[config.mk]
export PLATFORM = sky130hd
export DESIGN_NAME = uop_core
export DESIGN_NICKNAME = d
export VERILOG_FILES = /design/src/uop_pkg.sv /design/src/operand_stack.sv /design/src/reg_file.sv /design/src/alu.sv /design/src/uop_control.sv /design/src/uop_core.sv
export SDC_FILE = /design/constraint.sdc
export NUM_CORES = 1
export LEC_CHECK = 0
export BUFFER_PORTS_ARGS = -buffer_cell sky130_fd_sc_hd__buf_2
export CAP_MARGIN = 30
export CORE_ASPECT_RATIO = 1.2
export CORE_MARGIN = 5
export CORE_UTILIZATION = 35
export CTS_CLUSTER_SIZE = 30
export DETAILED_ROUTE_END_ITERATION = 8
export GPL_TIMING_DRIVEN = 1
export MAX_ROUTING_LAYER = met4
export PLACE_DENSITY = 0.6
export RECOVER_POWER = 25
export SYNTH_ARGS = -nofsm -noshare
export SYNTH_HDL_FRONTEND = slang
export SYNTH_SLANG_ARGS = --single-unit
[constraint.sdc]
create_clock -name clk -period 4.55 [get_ports clk]
set_input_delay 0.2275 -clock clk [delete_from_list [all_inputs] [get_ports clk]]
set_output_delay 0.2275 -clock clk [all_outputs]
set_load 0.02 [all_outputs]
[src/uop_pkg.sv]
package uop_pkg;

	localparam int WORD_W = 16;

	////////////////////////////////////////
	// microword encodings
	////////////////////////////////////////
	typedef enum logic [1:0] {
		K_CORE,
		K_FLAGS,
		K_BRANCH, // no branching here, acts as nop
		K_IMM
	} uop_kind_e;

	typedef enum logic [1:0] {ST_NONE, ST_POP, ST_PUSH, ST_SWAP} stack_op_e;

	typedef enum logic [3:0] {
		G_MISC       = 4'h0,
		G_ALU8       = 4'h4,
		G_ALU16      = 4'h5,
		G_LOADREG8   = 4'h8,
		G_LOADREG16  = 4'h9,
		G_STOREREG8  = 4'hA,
		G_STOREREG16 = 4'hB
	} core_group_e;

	typedef enum logic [3:0] {M_DUP = 4'h7, M_NOP = 4'hB} misc_op_e;

	typedef enum logic [1:0] {FO_ADD, FO_REMOVE, FO_TEST, FO_SETALU} flag_op_e;

	typedef enum logic [3:0] {
		ALU_ADD = 4'h0,
		ALU_SUB = 4'h2,
		ALU_AND = 4'h4,
		ALU_OR  = 4'h5,
		ALU_XOR = 4'h6,
		ALU_SHL = 4'h7,
		ALU_SHR = 4'h8,
		ALU_SAR = 4'h9,
		ALU_ROL = 4'hA,
		ALU_ROR = 4'hB,
		ALU_RCL = 4'hC,
		ALU_RCR = 4'hD
	} alu_op_e;

	typedef struct packed {
		uop_kind_e  kind;
		stack_op_e  stack_op;
		logic [1:0] sub;
		logic [3:0] group;
		logic [3:0] modifier;
		logic [3:0] sel;
	} uop_t; // low 16 bits double as loadimm data

	typedef struct packed {
		logic o;
		logic s;
		logic z;
		logic a;
		logic p;
		logic c;
	} alu_flags_t;

	typedef struct packed {
		stack_op_e         op;
		logic              load_top;
		logic [WORD_W-1:0] top_data;
	} stack_cmd_t;

	localparam int F_C = 0;
	localparam int F_P = 2;
	localparam int F_A = 4;
	localparam int F_Z = 6;
	localparam int F_S = 7;
	localparam int F_O = 11;

	localparam logic [3:0] REG_CS    = 4'd9;
	localparam logic [3:0] REG_FLAGS = 4'd14;

	localparam logic [WORD_W-1:0] FLAGS_RESET = 16'hF002;
	localparam logic [WORD_W-1:0] CS_RESET    = 16'hFFFF;

endpackage

[src/operand_stack.sv]
`timescale 1ns/1ps

module operand_stack #(
	parameter int STACK_DEPTH = 4
) (
	input  logic                       clk,
	input  logic                       reset_n,
	input  uop_pkg::stack_cmd_t        cmd,
	output logic [uop_pkg::WORD_W-1:0] e_top,
	output logic [uop_pkg::WORD_W-1:0] e_next,
	output logic [uop_pkg::WORD_W-1:0] e_bottom
);
	import uop_pkg::*;

	logic [WORD_W-1:0] ent [STACK_DEPTH]; // entry 0 is the top
	logic [WORD_W-1:0] moved [STACK_DEPTH];

	always_comb
	begin
		moved = ent;
		case (cmd.op)
			ST_POP: // rotate down, old top wraps to bottom
				for (int i = 0; i < STACK_DEPTH; i++)
					moved[i] = ent[(i + 1) % STACK_DEPTH];
			ST_PUSH: // rotate up
				for (int i = 0; i < STACK_DEPTH; i++)
					moved[i] = ent[(i + STACK_DEPTH - 1) % STACK_DEPTH];
			ST_SWAP:
			begin
				moved[0] = ent[1];
				moved[1] = ent[0];
			end
			default: ;
		endcase
		if (cmd.load_top)
			moved[0] = cmd.top_data; // load wins over the move
	end

	always_ff @(posedge clk)
	begin
		if (!reset_n)
			ent <= '{default: '0};
		else
			ent <= moved;
	end

	assign e_top = ent[0];
	assign e_next = ent[1];
	assign e_bottom = ent[STACK_DEPTH-1];

endmodule

[src/reg_file.sv]
`timescale 1ns/1ps

module reg_file (
	input  logic                       clk,
	input  logic                       reset_n,
	input  logic [3:0]                 rd_sel,
	input  logic                       rd_byte,
	input  logic                       wr_en,
	input  logic [3:0]                 wr_sel,
	input  logic                       wr_byte,
	input  logic [uop_pkg::WORD_W-1:0] wr_data,
	output logic [uop_pkg::WORD_W-1:0] rd_data,
	output logic [uop_pkg::WORD_W-1:0] flags
);
	import uop_pkg::*;

	// ax cx dx bx sp bp si di es cs ss ds fs gs flags ip
	logic [WORD_W-1:0] regs [16];
	logic [WORD_W-1:0] rd_word;

	////////////////////////////////////////
	// read side
	////////////////////////////////////////
	assign rd_word = regs[{2'b00, rd_sel[1:0]}]; // ax..bx for byte access

	always_comb
	begin
		if (!rd_byte)
			rd_data = regs[rd_sel];
		else if (rd_sel[2])
			rd_data = {8'h00, rd_word[15:8]}; // ah ch dh bh
		else
			rd_data = {8'h00, rd_word[7:0]};
	end

	assign flags = regs[REG_FLAGS];

	////////////////////////////////////////
	// write side
	////////////////////////////////////////
	always_ff @(posedge clk)
	begin
		if (!reset_n)
		begin
			for (int i = 0; i < 16; i++)
				regs[i] <= '0;
			regs[REG_CS] <= CS_RESET;
			regs[REG_FLAGS] <= FLAGS_RESET;
		end
		else if (wr_en)
		begin
			if (!wr_byte)
				regs[wr_sel] <= wr_data;
			else if (wr_sel[2])
				regs[{2'b00, wr_sel[1:0]}][15:8] <= wr_data[7:0];
			else
				regs[{2'b00, wr_sel[1:0]}][7:0] <= wr_data[7:0];
		end
	end

endmodule

[src/alu.sv]
`timescale 1ns/1ps

module alu #(
	parameter int WIDTH = 16
) (
	input  logic [WIDTH-1:0]   a,
	input  logic [WIDTH-1:0]   b,
	input  uop_pkg::alu_op_e   op,
	input  logic               carry_in,
	output logic [WIDTH-1:0]   result,
	output uop_pkg::alu_flags_t flags_out
);
	import uop_pkg::*;

	localparam int MSB = WIDTH - 1;

	logic [WIDTH:0] res; // top bit is carry out
	logic ovf;

	always_comb
	begin
		case (op)
			ALU_ADD: res = {1'b0, a} + {1'b0, b};
			ALU_SUB: res = {1'b0, a} - {1'b0, b};
			ALU_AND: res = {1'b0, a & b};
			ALU_OR:  res = {1'b0, a | b};
			ALU_XOR: res = {1'b0, a ^ b};
			ALU_SHL: res = {a, 1'b0};
			ALU_SHR: res = {a[0], 1'b0, a[MSB:1]};
			ALU_SAR: res = {a[0], a[MSB], a[MSB:1]};
			ALU_ROL: res = {a, a[MSB]};
			ALU_ROR: res = {a[0], a[0], a[MSB:1]};
			ALU_RCL: res = {a, carry_in};
			ALU_RCR: res = {a[0], carry_in, a[MSB:1]};
			default: res = '0;
		endcase

		case (op)
			ALU_ADD: ovf = (res[MSB] ^ a[MSB]) & (res[MSB] ^ b[MSB]);
			ALU_SUB: ovf = (res[MSB] ^ a[MSB]) & (a[MSB] ^ b[MSB]);
			ALU_SHL, ALU_ROL, ALU_RCL: ovf = a[MSB] ^ a[MSB-1];
			ALU_SHR: ovf = a[MSB];
			ALU_ROR, ALU_RCR: ovf = res[MSB] ^ res[MSB-1];
			default: ovf = 1'b0; // logic ops and sar
		endcase
	end

	assign result = res[MSB:0];

	assign flags_out.o = ovf;
	assign flags_out.s = res[MSB];
	assign flags_out.z = ~|res[MSB:0];
	assign flags_out.a = res[4] ^ a[4] ^ b[4];
	assign flags_out.p = ~^res[7:0]; // low byte only, even parity
	assign flags_out.c = res[WIDTH];

endmodule

[src/uop_control.sv]
`timescale 1ns/1ps

module uop_control (
	input  logic                       clk,
	input  logic                       reset_n,
	input  logic                       uop_valid,
	input  uop_pkg::uop_t              uop,
	input  logic [uop_pkg::WORD_W-1:0] e_top,
	input  logic [uop_pkg::WORD_W-1:0] e_next,
	input  logic [uop_pkg::WORD_W-1:0] rd_data,
	input  logic [uop_pkg::WORD_W-1:0] flags,
	input  logic [7:0]                 alu8_res,
	input  uop_pkg::alu_flags_t        alu8_flags,
	input  logic [15:0]                alu16_res,
	input  uop_pkg::alu_flags_t        alu16_flags,
	output uop_pkg::stack_cmd_t        stack_cmd,
	output uop_pkg::alu_op_e           alu_op,
	output logic [3:0]                 rd_sel,
	output logic                       rd_byte,
	output logic                       wr_en,
	output logic [3:0]                 wr_sel,
	output logic                       wr_byte,
	output logic [uop_pkg::WORD_W-1:0] wr_data,
	output logic                       done
);
	import uop_pkg::*;

	typedef enum logic {PH_IDLE, PH_EXECUTE} phase_e;
	typedef enum logic [1:0] {EX_ALU8, EX_ALU16, EX_DUP, EX_TEST} exec_e;

	phase_e phase;
	exec_e ex_op;
	exec_e ex_dec;
	logic [11:0] ex_mask;
	alu_flags_t alu_flags_q;

	logic accept;
	logic is_exec;
	logic [11:0] mask;
	core_group_e group;
	flag_op_e fop;
	logic [WORD_W-1:0] ex_result;
	logic [WORD_W-1:0] alu_merged;

	assign accept = uop_valid && (phase == PH_IDLE) && !done;
	assign mask = {uop.group, uop.modifier, uop.sel};
	assign group = core_group_e'(uop.group);
	assign fop = flag_op_e'(uop.sub);

	assign rd_sel = uop.sel;
	assign rd_byte = (group == G_LOADREG8);

	always_comb
	begin
		alu_merged = flags;
		alu_merged[F_C] = mask[F_C] ? alu_flags_q.c : flags[F_C];
		alu_merged[F_P] = mask[F_P] ? alu_flags_q.p : flags[F_P];
		alu_merged[F_A] = mask[F_A] ? alu_flags_q.a : flags[F_A];
		alu_merged[F_Z] = mask[F_Z] ? alu_flags_q.z : flags[F_Z];
		alu_merged[F_S] = mask[F_S] ? alu_flags_q.s : flags[F_S];
		alu_merged[F_O] = mask[F_O] ? alu_flags_q.o : flags[F_O];
	end

	always_comb
	begin
		case (ex_op)
			EX_ALU8:  ex_result = {8'h00, alu8_res};
			EX_ALU16: ex_result = alu16_res;
			EX_DUP:   ex_result = e_next;
			default:  ex_result = flags & {4'h0, ex_mask};
		endcase
	end

	////////////////////////////////////////
	// decode
	////////////////////////////////////////
	always_comb
	begin
		is_exec = 1'b0;
		ex_dec = EX_DUP;
		stack_cmd.op = ST_NONE;
		stack_cmd.load_top = 1'b0;
		stack_cmd.top_data = rd_data;
		wr_en = 1'b0;
		wr_sel = uop.sel;
		wr_byte = 1'b0;
		wr_data = e_top;
		if (phase == PH_EXECUTE)
		begin
			stack_cmd.load_top = 1'b1; // second edge, result to top
			stack_cmd.top_data = ex_result;
		end
		else if (accept)
		begin
			case (uop.kind)
				K_IMM:
				begin
					stack_cmd.op = ST_PUSH;
					stack_cmd.load_top = 1'b1;
					stack_cmd.top_data = uop[15:0];
				end
				K_CORE:
				begin
					stack_cmd.op = uop.stack_op;
					case (group)
						G_ALU8, G_ALU16:
						begin
							is_exec = 1'b1;
							ex_dec = (group == G_ALU8) ? EX_ALU8 : EX_ALU16;
						end
						G_MISC:
							is_exec = (misc_op_e'(uop.sel) == M_DUP);
						G_LOADREG8, G_LOADREG16:
							stack_cmd.load_top = 1'b1;
						G_STOREREG8, G_STOREREG16:
						begin
							wr_en = 1'b1;
							wr_byte = (group == G_STOREREG8);
						end
						default: ;
					endcase
				end
				K_FLAGS:
				begin
					stack_cmd.op = uop.stack_op;
					wr_sel = REG_FLAGS;
					wr_en = (fop != FO_TEST);
					is_exec = (fop == FO_TEST);
					ex_dec = EX_TEST;
					case (fop)
						FO_ADD:    wr_data = flags | {4'h0, mask};
						FO_REMOVE: wr_data = flags & ~{4'h0, mask};
						default:   wr_data = alu_merged;
					endcase
				end
				default: ;
			endcase
		end
	end

	////////////////////////////////////////
	// phase and done
	////////////////////////////////////////
	always_ff @(posedge clk)
	begin
		if (!reset_n)
		begin
			phase <= PH_IDLE;
			done <= 1'b0;
			ex_op <= EX_DUP;
			alu_flags_q <= '0;
		end
		else
		begin
			done <= 1'b0;
			if (phase == PH_EXECUTE)
			begin
				phase <= PH_IDLE;
				done <= 1'b1;
				if (ex_op == EX_ALU8)
					alu_flags_q <= alu8_flags;
				else if (ex_op == EX_ALU16)
					alu_flags_q <= alu16_flags;
			end
			else if (accept)
			begin
				if (is_exec)
				begin
					phase <= PH_EXECUTE;
					ex_op <= ex_dec;
				end
				else
					done <= 1'b1; // fetch-phase op already finished
			end
		end
	end

	always_ff @(posedge clk)
	begin
		if (accept)
		begin
			alu_op <= alu_op_e'(uop.sel);
			ex_mask <= mask; // testflags mask for the second edge
		end
	end

endmodule

[src/uop_core.sv]
`timescale 1ns/1ps

module uop_core #(
	parameter int STACK_DEPTH = 4
) (
	input  logic                       clk,
	input  logic                       reset_n,
	input  logic                       uop_valid,
	input  uop_pkg::uop_t              uop,
	output logic                       done,
	output logic [uop_pkg::WORD_W-1:0] tos,
	output logic [uop_pkg::WORD_W-1:0] flags
);
	import uop_pkg::*;

	stack_cmd_t stack_cmd;
	alu_op_e alu_op;
	logic [WORD_W-1:0] e_top;
	logic [WORD_W-1:0] e_next;
	logic [WORD_W-1:0] e_bottom;
	logic [3:0] rd_sel;
	logic [3:0] wr_sel;
	logic rd_byte;
	logic wr_en;
	logic wr_byte;
	logic [WORD_W-1:0] rd_data;
	logic [WORD_W-1:0] wr_data;
	logic [7:0] alu8_res;
	logic [15:0] alu16_res;
	alu_flags_t alu8_flags;
	alu_flags_t alu16_flags;

	assign tos = e_top;

	uop_control ctrl_i (.*);

	operand_stack #(
		.STACK_DEPTH(STACK_DEPTH)
	) stack_i (
		.cmd(stack_cmd),
		.*
	);

	reg_file regs_i (.*);

	////////////////////////////////////////
	// both ALUs see bottom op top
	////////////////////////////////////////
	alu #(
		.WIDTH(8)
	) alu8_i (
		.a(e_bottom[7:0]),
		.b(e_top[7:0]),
		.op(alu_op),
		.carry_in(flags[F_C]),
		.result(alu8_res),
		.flags_out(alu8_flags)
	);

	alu #(
		.WIDTH(16)
	) alu16_i (
		.a(e_bottom),
		.b(e_top),
		.op(alu_op),
		.carry_in(flags[F_C]),
		.result(alu16_res),
		.flags_out(alu16_flags)
	);

endmodule

# Word level (Yosys, flattened, before mapping)
# Memory sizes are Yosys's and may differ from the RTL's.
# Index checks and enable logic that the tools add are counted.
[totals] ramBits=256 word_cells=184 n_memories=1 ff_bits=90 romBits=0 latchBits=0 output_inout_bits=33 input_bits=21
[memory_table] name="regs_i.regs" depth=16 width=16 read_ports=3 rd_clocked_by_memory_dff=0 write_ports=16 line_no="reg_file.sv:18" rtl="logic [WORD_W-1:0] regs [16];"
[op_classes] multipliers=0 div_mod_pow=0 mux=74 n_reduce_logical=29 shift=0 n_bitwise=33 addsub=4 n_eq_ne=28 n_lt_le_gt_ge=0
[ops] op="case mux 17 bit (12 select lines)" count=1
[ops] op="2-to-1 mux 16 bit" count=10
[ops] op="case mux 9 bit (12 select lines)" count=1
[ops] op="case mux 32 bit (3 select lines)" count=1
[ops] op="case mux 32 bit (2 select lines)" count=1
[ops] op="case mux 16 bit (3 select lines)" count=1
[ops] op="OR reduction 16 bit" count=3
[ops] op="== test 4 bit (second input constant)" count=10
[ops] op="2-to-1 mux 1 bit" count=37
[ops] op="bitwise AND 16 bit" count=2
[ops] op="case mux 16 bit (2 select lines)" count=1
[ops] op="== test 4 x 3 -> 1 bit (second input constant)" count=7
[ops] op="2-to-1 mux 4 bit" count=5
[ops] op="2-to-1 mux 19 bit" count=1
[ops] op="adder 16 x 16 -> 17 bit" count=1
[ops] op="2-to-1 mux 17 bit" count=1
[ops] op="subtractor 16 x 16 -> 17 bit" count=1
[ops] op="bitwise AND 16 x 12 -> 16 bit" count=1
[ops] op="NOT 12 -> 16 bit" count=1
[ops] op="bitwise OR 16 x 12 -> 16 bit" count=1
[ops] op="bitwise OR 16 bit" count=1
[ops] op="XNOR reduction 8 bit" count=2
[ops] op="bitwise XOR 16 bit" count=1
[ops] op="bitwise XOR 1 bit" count=14
[ops] op="other kinds (30)" count=63

# Longest topological paths before layout
# Gate-level depths: netlist (run 1).
[depth] depth_word=13 ltp_mapped=20 mapped_depth_nobuf=19

# By module
# From an unflattened synthesis (run 1), not the netlist that was laid out.
[unflattened] cells_unflattened=2061 area_unflattened_um2=21667.0
[by_module_without_submodules] mod="reg_file" seq_area_each_um2=7687.4 instances=1 cells_each=803 area_per_inst_um2=11757.5
[by_module_without_submodules] mod="operand_stack" seq_area_each_um2=1281.2 instances=1 cells_each=400 area_per_inst_um2=3469.6
[by_module_without_submodules] mod="alu at alu16_i" seq_area_each_um2=0.0 instances=1 cells_each=383 area_per_inst_um2=2752.6
[by_module_without_submodules] mod="uop_control" seq_area_each_um2=560.5 instances=1 cells_each=264 area_per_inst_um2=2135.8
[by_module_without_submodules] mod="alu at alu8_i" seq_area_each_um2=0.0 instances=1 cells_each=211 area_per_inst_um2=1551.5

# Worst setup path before layout (run 1)
# No wires, ideal clock.
[synth_timing] path_kind="reg2reg" startpoint="register stack_i.ent (netlist bit stack_i.e_top[1])" endpoint="register ctrl_i.alu_flags_q[5] (netlist name)" setup_ns=0.120 t_required_ns=4.430 t_arrival_ns=4.181 synth_period_minus_slack_ns=4.301 n_path_buf=1 stages_incl_launch_ff=20 setup_slack_ns=0.249 cell_sequence="dfxtp_1 -> inv_1 -> ha_1 -> or3b_4 -> or4_4 -> nor3_4 -> nor2_1 -> xnor2_1 -> ha_1 -> clkbuf_1 -> nand2_1 -> nor2_1 -> nand3_1 -> o211ai_1 -> a21oi_1 -> a221oi_2 -> ha_1 -> a2111oi_0 -> nand2_1 -> o31a_1"
[synth_between] elab_chain_cells=7 word_cells_on_any_way=20 classes_between="add/sub: 4; mux: 6; bitwise: 10"
[synth_rtl] item="from (decl)" line_no="operand_stack.sv:15" rtl="logic [WORD_W-1:0] ent [STACK_DEPTH];"
[synth_rtl] item="from (signal assigned)" line_no="operand_stack.sv:44" rtl="ent <= moved;"
[synth_rtl] item="subtractor 16 x 16 -> 17 bit / adder 16 x 16 -> 17 bit (equally long branches)" line_no="alu.sv:24, alu.sv:23"
[synth_rtl] item="case mux 17 bit (12 select lines)" line_no="alu.sv:22" rtl="case (op)"
[synth_rtl] item="bitwise XOR 1 bit, on equally long branches" line_no="alu.sv:39, alu.sv:40"
[synth_rtl] item="bitwise AND 1 bit, on equally long branches" line_no="alu.sv:40, alu.sv:39"
[synth_rtl] item="case mux 1 bit (5 select lines)" line_no="alu.sv:38" rtl="case (op)"
[synth_rtl] item="2-to-1 mux 6 bit" line_no="uop_control.sv:162" rtl="else if (ex_op == EX_ALU16)"
[synth_rtl] item="2-to-1 mux 6 bit *" line_no="uop_control.sv:160" rtl="if (ex_op == EX_ALU8)"
[synth_rtl] item="to (signal assigned)" line_no="uop_control.sv:161" rtl="alu_flags_q <= alu8_flags;"
[synth_rtl] item="to (signal assigned)" line_no="uop_control.sv:163" rtl="alu_flags_q <= alu16_flags;"
[synth_rtl] item="to (decl)" line_no="uop_control.sv:35" rtl="alu_flags_t alu_flags_q;"
# Every way passes the cells marked *; elsewhere a longest branch is shown, timed or not. The select of a mux whose other input is x is not followed.
# A chain may end at the register's enable or synchronous reset.

# Worst setup path in the final report (run 1)
[layout_timing] startpoint="register stack_i.ent (netlist bit stack_i.e_top[0])" endpoint="register ctrl_i.alu_flags_q[5] (netlist name)"
# Same word-level chain as after synthesis.

==> reports/metrics.cfg, run 1 <==
[grt]
globalRouteTotalUtil_pct=21.3
global_routing_met3_resource_utilization_pct=2.97
met2_demand_to_capacity_share_in_global_routing_pct=36.3
globalRoute.totalOverflow=0
grt_pass1_vias=15250
grt_util_met1_pct=25.1
grt_max_degree=60
grt_first_pass_wirelength_um=96300
busiest_layer=met2
antenna_found_initial=5

[routing]
routed_wire_per_std_cell_um=24.8
viasPerCell=5.88
dr_total_vias=15200
detailedRoute.firstPassIterationCount=6
route.antenna.remaining_nets=0
remaining_drc_errors=0
detailedRoute.firstIterationViolations=1701
detail_route.wirelength_um=64200

[clocking]
cts_inserted_buffers=37
ctsRootBufferMaster=clkbuf_16
h-tree-depth=2
cts_tree=yes
cts_buffer_depth=3
clock_sinks=342
clkLatencyLatePin_ns=0.55
clk_pin_slew_worst_paths_ns=0.06

[timing]
slew_viol_final=85
max-slew-margin-rel_pct=-114
finalCritPeriodShare_pct=96.3
layout_setup_ws_ns=0.167
report.final.hold_viol_count=0
clock-skew-final_ns=0.0341
setup_total_negative_slack_ns=0
clock_period_minus_worst_slack_ns=4.38
peak_clock_frequency_supported_by_timing_ghz=0.228
final-setup-viol-count=0
worst_slew_pin_slew_ns=3.20

[hold_path]
hp-class=input pin to register

[placed_design]
port_buffers=53
numPlacedInstances=2514
dp_hpwl_um=46100
place_worst_setup_slack_ns=0.0814
gpl.final_weighted_congestion=0.950

[outcome]
run_status=complete, but fails checks
failed_checks=max-capacitance violations, max-slew violations

[floorplanning]
top_level_ports=54
floorplan.initialDensity_pct=35.5
die-height_um=269
floorplan.rows=94
die_area_mm2=0.0607
placeableCoreArea_mm2=0.0550
floorplan.die.width_um=226

[synthesis]
synth.ff_latch_count=342
synth_cell_type_count=95
post_synth.cell_area_avg_um2=10.7
synth_edf_count=268
synthesis.instances=1822
post_synthesis_cell_area_mm2=0.0195
post_syn_nets=1906
postSynth.asyncResetShare_pct=0
synth.yosys.seq_area_share_pct=48.8
dominantRegCellSynth=edfxtp_1
yosysWarnings=0

[cells_and_area]
final_cell_count_no_fill=2587
syn_to_final_growth_pct=10.4
utilization_pct=39.2
layout-drive-gt1-share_pct=13.3
num-nets-final=1923

[critical_path]
reg2regPathDepth=17
timing_worst_setup_path_type=register to register
highest_fanout_seen_on_the_critical_path=7
worst_ep_arrival_time_ns=4.82
critical_path.endpoint=ctrl_i.alu_flags_q[5]$_SDFFE_PN0P_
startpoint_type=register
critical_path_required_ns=4.99
cp-startpoint=stack_i.e_top[0]$_SDFFE_PN0P_
timing.rr.end=ctrl_i.alu_flags_q[5]$_SDFFE_PN0P_
r2r_slack_ns=0.17
endpoint_kind=register
regToRegStartpoint=stack_i.e_top[0]$_SDFFE_PN0P_

[power]
p_leak_nw=7.71
worst_ir_drop_vdd_mv=0.321
cellPowerDensity_mw_per_mm2=382

[job]
drv_cap=2

repair_timing:
item / in CTS / in global routing
setup buffers: 0 / 1
hold buffers: 5 / 0
endpoints found under the hold margin: 5 / 0
endpoints found under the setup margin: 0 / 2
resized for setup: 0 / 7
how the worst min path moves through the flow:
stage / start / to / depth (start not counted)
floorplan: uop[0] / ctrl_i.ex_mask[0]$_DFFE_PP_ / 0
global placement: uop[7] / ctrl_i.ex_mask[7]$_DFFE_PP_ / 1
detailed placement: uop[7] / ctrl_i.ex_mask[7]$_DFFE_PP_ / 1
CTS: uop[11] / ctrl_i.ex_mask[11]$_DFFE_PP_ / 1
global route: uop[8] / ctrl_i.ex_mask[8]$_DFFE_PP_ / 1
finish: uop[11] / ctrl_i.ex_mask[11]$_DFFE_PP_ / 1
Yosys cell counts, drive strengths merged, types with 5 or more instances:
cell type / instances / area share (%)
mux2i: 38 / 1.9
nor2b: 10 / 0.32
a32oi: 5 / 0.22
nor2: 294 / 5.7
buf: 74 / 2.3
a221oi: 13 / 0.68
o21ai: 76 / 2.0
a222oi: 8 / 0.41
mux2: 8 / 0.46
a31oi: 12 / 0.45
clkbuf: 71 / 1.4
a22oi: 11 / 0.42
nor3: 25 / 0.75
or3: 12 / 0.41
and3: 10 / 0.32
nand2b: 22 / 0.70
o21a: 5 / 0.19
edfxtp: 268 / 41
o22ai: 11 / 0.35
and2: 24 / 0.77
xnor2: 29 / 1.3
ha: 62 / 4.0
o211a: 34 / 1.7
o31ai: 9 / 0.35
o32ai: 6 / 0.27
nand3: 60 / 1.7
mux4: 74 / 8.5
a21o: 7 / 0.27
inv: 61 / 1.2
o211ai: 46 / 1.8
a21boi: 5 / 0.19
a211oi: 11 / 0.42
a21oi: 75 / 2.1
nand4: 12 / 0.59
dfxtp: 74 / 7.6
nand2: 186 / 3.6
per-layer routing:
metal	share of wire (%)	wire length, um	up-vias
met5	0	0	-
met4	5.3	3370	0
met3	6.6	4250	185
met2	50	32300	672
met1	38	24300	7560
li1	-	-	6783
layout make-up:
cell class | count | area [um^2]
Clock buffer | 46 | 981
Antenna cell | 5 | 12.5
Timing Repair Buffer | 123 | 757
Inverter | 63 | 236
Sequential cell | 342 | 9530
Tap cell | 720 | 901
Fill cell | 5409 | 33500
Clock inverter | 16 | 138
Multi-Input combinational cell | 1272 | 9010
layout by cell type (no fill, tap or decap), types with 9 or more instances in the layout:
cell type	n
o31ai_1	9
a22oi_1	11
clkbuf_16	38
nor2b_1	10
a21oi_2	9
and3_1	10
nand2b_1	22
buf_2	11
nand4_1	11
buf_4	62
o211ai_1	46
a31oi_1	10
dfxtp_1	74
inv_1	60
nand2_1	183
or3_1	11
nand3_1	60
nor2_1	289
nor3_1	22
mux2i_1	38
o211a_1	34
o21ai_0	71
and2_1	23
mux4_2	74
ha_1	60
a21oi_1	66
edfxtp_1	268
a221oi_1	10
xnor2_1	29
clkbuf_1	51
a211oi_1	11
clkinv_1	9
o22ai_1	11
registers in the layout (all words and copies together) (netlist names):
signal,count
ctrl_i.alu_flags_q,6
ctrl_i.done,1
ctrl_i.ex_mask,12
ctrl_i.ex_op,2
ctrl_i.phase,1
regs_i.regs,256
stack_i.e_bottom,16
stack_i.e_next,16
stack_i.e_top,16
stack_i.ent,16
power by group:
| group | internal, W | switching [W] |
|---|---|---|
| sequential | 0.00349 | 0.000104 |
| clock | 0.00164 | 0.00123 |
| combinational | 0.000653 | 0.00111 |
| total | 0.00578 | 0.00245 |
kinds of logic after synthesis:
group,after synthesis,synth area share (%)
AOI/OAI and AO/OA,376,13.9
buffers and inverters,208,4.88
muxes,120,10.9
adders and majority gates,63,4.07
and+or+nand+nor,680,16.0
xor gates and xnor gates,33,1.48
DFF,342,48.8
metrics by stage:
stage	power, W	hold slack (ns)	cell area, um^2
floorplan	0.00483	0.326	19500
finish	0.00823	0.146	21600
CTS	0.00825	0.0243	21700
detailed placement	0.00538	0.463	20500
global route	0.00854	0.139	21600
global placement	0.00536	0.461	20500
critical path, cell delays in order (launching register included):
cell and delay [ns]:
dfxtp_1 0.31, inv_1 0.09, ha_1 0.18, or3b_4 0.40, or4_4 0.49, o41ai_2 0.26
xnor2_1 0.16, ha_1 0.33, nand3_1 0.12, a2bb2oi_1 0.19, o41ai_2 0.11, buf_4 0.18
o31ai_1 0.31, nor2_1 0.12, ha_1 0.28, a2111oi_1 0.34, nand2_1 0.09, o31a_1 0.30
Power figures use the tool's default switching activity.
==> run 2, diff against run 1 <==
--- a/config.mk
+++ b/config.mk
@@ -16,6 +16,7 @@
 export MAX_ROUTING_LAYER = met4
 export PLACE_DENSITY = 0.6
 export RECOVER_POWER = 25
+export REMOVE_ABC_BUFFERS = 1
 export SYNTH_ARGS = -nofsm -noshare
 export SYNTH_HDL_FRONTEND = slang
 export SYNTH_SLANG_ARGS = --single-unit
==> reports/metrics.cfg, run 2 (synthesis results as in run 1) <==
[timing]
report.final.hold_viol_count=0  ; unchanged
slew_viol_final=17  ; -80%
worst_slew_pin_slew_ns=1.90  ; -1.30 ns
final-setup-viol-count=0  ; unchanged
max-slew-margin-rel_pct=-28.2  ; +85 points
finalCritPeriodShare_pct=94.7  ; -1.6 points
tightest_hold_margin_ns=0.178  ; +0.0326 ns
clock_period_minus_worst_slack_ns=4.31  ; -0.0734 ns
clock-skew-final_ns=0.0194  ; -0.0147 ns
peak_clock_frequency_supported_by_timing_ghz=0.232  ; +1.7%
rsz0062_at_grt=false

[power]
p_leak_nw=7.82  ; +1.4%
netSwitchingFraction_pct=29.4  ; -0.30 points
power_frac_seq_pct=42.5  ; -1.2 points
worst_ir_drop_vdd_mv=0.208  ; -35%
p_int_w=0.00598  ; +3.4%
clkPwrFrac_pct=36.7  ; +1.8 points
p_comb_share_pct=20.8  ; -0.6 points
switchingPower_w=0.00249  ; +1.9%
cellPowerDensity_mw_per_mm2=389  ; +2.0%

[critical_path]
worst_ep_arrival_time_ns=4.75  ; -0.07 ns
timing_worst_setup_path_type=register to register
startpoint_type=register
highest_fanout_seen_on_the_critical_path=7  ; unchanged
endpoint_kind=register
critical_path_required_ns=4.99  ; about the same

[clocking]
h-tree-depth=2  ; unchanged
clock_sinks=342  ; unchanged
clk_pin_slew_worst_paths_ns=0.06  ; about the same
clkLatencyLatePin_ns=0.54  ; about the same
cts_setup_buffers=0  ; unchanged
cts_inserted_buffers=38  ; +2.7%
ctsRootBufferMaster=clkbuf_16
cts_tree=yes
cts_buffer_depth=3  ; unchanged

[floorplanning]
floorplan.rows=94  ; unchanged
placeableCoreArea_mm2=0.0550  ; unchanged
die-height_um=269  ; unchanged
floorplan.initialDensity_pct=35.5  ; unchanged
top_level_ports=54  ; unchanged
die_area_mm2=0.0607  ; unchanged
floorplan.die.width_um=226  ; unchanged

[grt]
globalRouteTotalUtil_pct=21.3  ; -0.072 points
grt_first_pass_wirelength_um=95800  ; -0.50%
grt_pass1_vias=15098  ; -1.0%
antenna_found_initial=1  ; -4
globalRoute.totalOverflow=0  ; unchanged
grt_max_degree=89  ; +48%

[cells_and_area]
final_cell_count_no_fill=2596  ; +0.35%
layout-drive-gt1-share_pct=13.9  ; +0.65 points
layout.filler_cells=5379  ; -0.55%
num-nets-final=1930  ; +0.36%
largest_register_ffs=256  ; unchanged
syn_to_final_growth_pct=11.4
utilization_pct=39.5  ; +0.36 points
commonest_cells_after_routing_fill_and_taps_aside=289 x nor2_1, 268 x edfxtp_1, 183 x nand2_1, 74 x mux4_2, 74 x dfxtp_1
largest_register=regs_i.regs
layout.cells.most_common=nor2_1

[outcome]
run_status=complete, but fails checks
failed_checks=max-capacitance violations, max-slew violations

[routing]
detailedRoute.firstIterationViolations=1637  ; -3.8%
routed_wire_per_std_cell_um=24.7  ; -0.34%
detailedRoute.firstPassIterationCount=6  ; unchanged
detail_route.wirelength_um=64200  ; about the same
dr_total_vias=15171  ; -0.19%
remaining_drc_errors=0  ; unchanged
viasPerCell=5.84  ; -0.54%
route.antenna.remaining_nets=0  ; unchanged

[job]
drv_cap=1  ; -1

[hold_path]
hp-class=input pin to register

[placed_design]
port_buffers=53  ; unchanged
gpl.final_weighted_congestion=0.903  ; -4.9%
numPlacedInstances=2519  ; +0.20%
dp_hpwl_um=47000  ; +2.0%

## run 2: final timing paths
kind / from / end / slack [ns] / cells after the start
min reg2reg: ctrl_i.alu_flags_q[1]$_SDFFE_PN0P_ / ctrl_i.alu_flags_q[1]$_SDFFE_PN0P_ / 0.51 / 2
min: uop[11] / ctrl_i.ex_mask[11]$_DFFE_PP_ / 0.18 / 1
max: stack_i.e_top[0]$_SDFFE_PN0P_ / ctrl_i.alu_flags_q[5]$_SDFFE_PN0P_ / 0.24 / 16
max reg2reg: stack_i.e_top[0]$_SDFFE_PN0P_ / ctrl_i.alu_flags_q[5]$_SDFFE_PN0P_ / 0.24 / 16
## run 2: power by group through the flow
stage | clock network [W] | logic (W) | registers [W]
floorplan | 0 | 0.00107 | 0.00366
global placement | 0 | 0.00172 | 0.00366
detailed placement | 0 | 0.00173 | 0.00366
CTS | 0.00315 | 0.00175 | 0.00360
global route | 0.00327 | 0.00190 | 0.00361
finish | 0.00311 | 0.00177 | 0.00360
## run 2: critical path, cell delays in order, from the launching register on
cell and delay, ns:
dfxtp_1 0.31, inv_1 0.10, ha_1 0.20, or3b_4 0.41
or4_4 0.49, o41ai_2 0.24, xnor2_1 0.16, ha_1 0.33
a21oi_1 0.23, o21ai_1 0.14, o21ai_0 0.23, a21oi_2 0.12
a221oi_2 0.28, ha_1 0.29, a2111oi_2 0.29, nand2_1 0.09
o31a_1 0.30
## run 2: final cells by class
cell class	count	area [um^2]	area share [%]
antenna	1	2.50	0.0115
clock buffer	50	1040	4.77
clock inverter	19	194	0.891
inverter	63	236	1.09
multi-input combinational	1272	9070	41.7
sequential	342	9530	43.8
tap	720	901	4.14
timing repair buffer	129	801	3.68
## run 2: per-layer routing
| layer | wire length, um | up-vias | GRT usage (%) |
|---|---|---|---|
| li1 | - | 6786 | - |
| met1 | 24400 | 7585 | 25.0 |
| met2 | 33000 | 636 | 37.3 |
| met3 | 3900 | 164 | 2.66 |
| met4 | 2840 | 0 | 8.03 |
| met5 | 0 | - | - |
## run 2: stage by stage
| step | TNS [ns] | total power [W] | setup WS, ns | instance area, um^2 |
|---|---|---|---|---|
| after floorplan | -0.154 | 0.00473 | -0.154 | 18800 |
| after global placement | 0 | 0.00537 | 0.109 | 20500 |
| after detailed placement | -0.0235 | 0.00539 | -0.0235 | 20500 |
| after CTS | 0 | 0.00849 | 0.0499 | 21800 |
| after global routing | 0 | 0.00879 | 0.0130 | 21800 |
| final | 0 | 0.00848 | 0.240 | 21800 |
## run 2: repair_timing
item                       in CTS  in global routing
hold buffers                    7                  0
hold endpoints to repair        7                  0
setup endpoints to repair       1                  2
gates resized for setup         1                  8
pin swaps                       0                  0
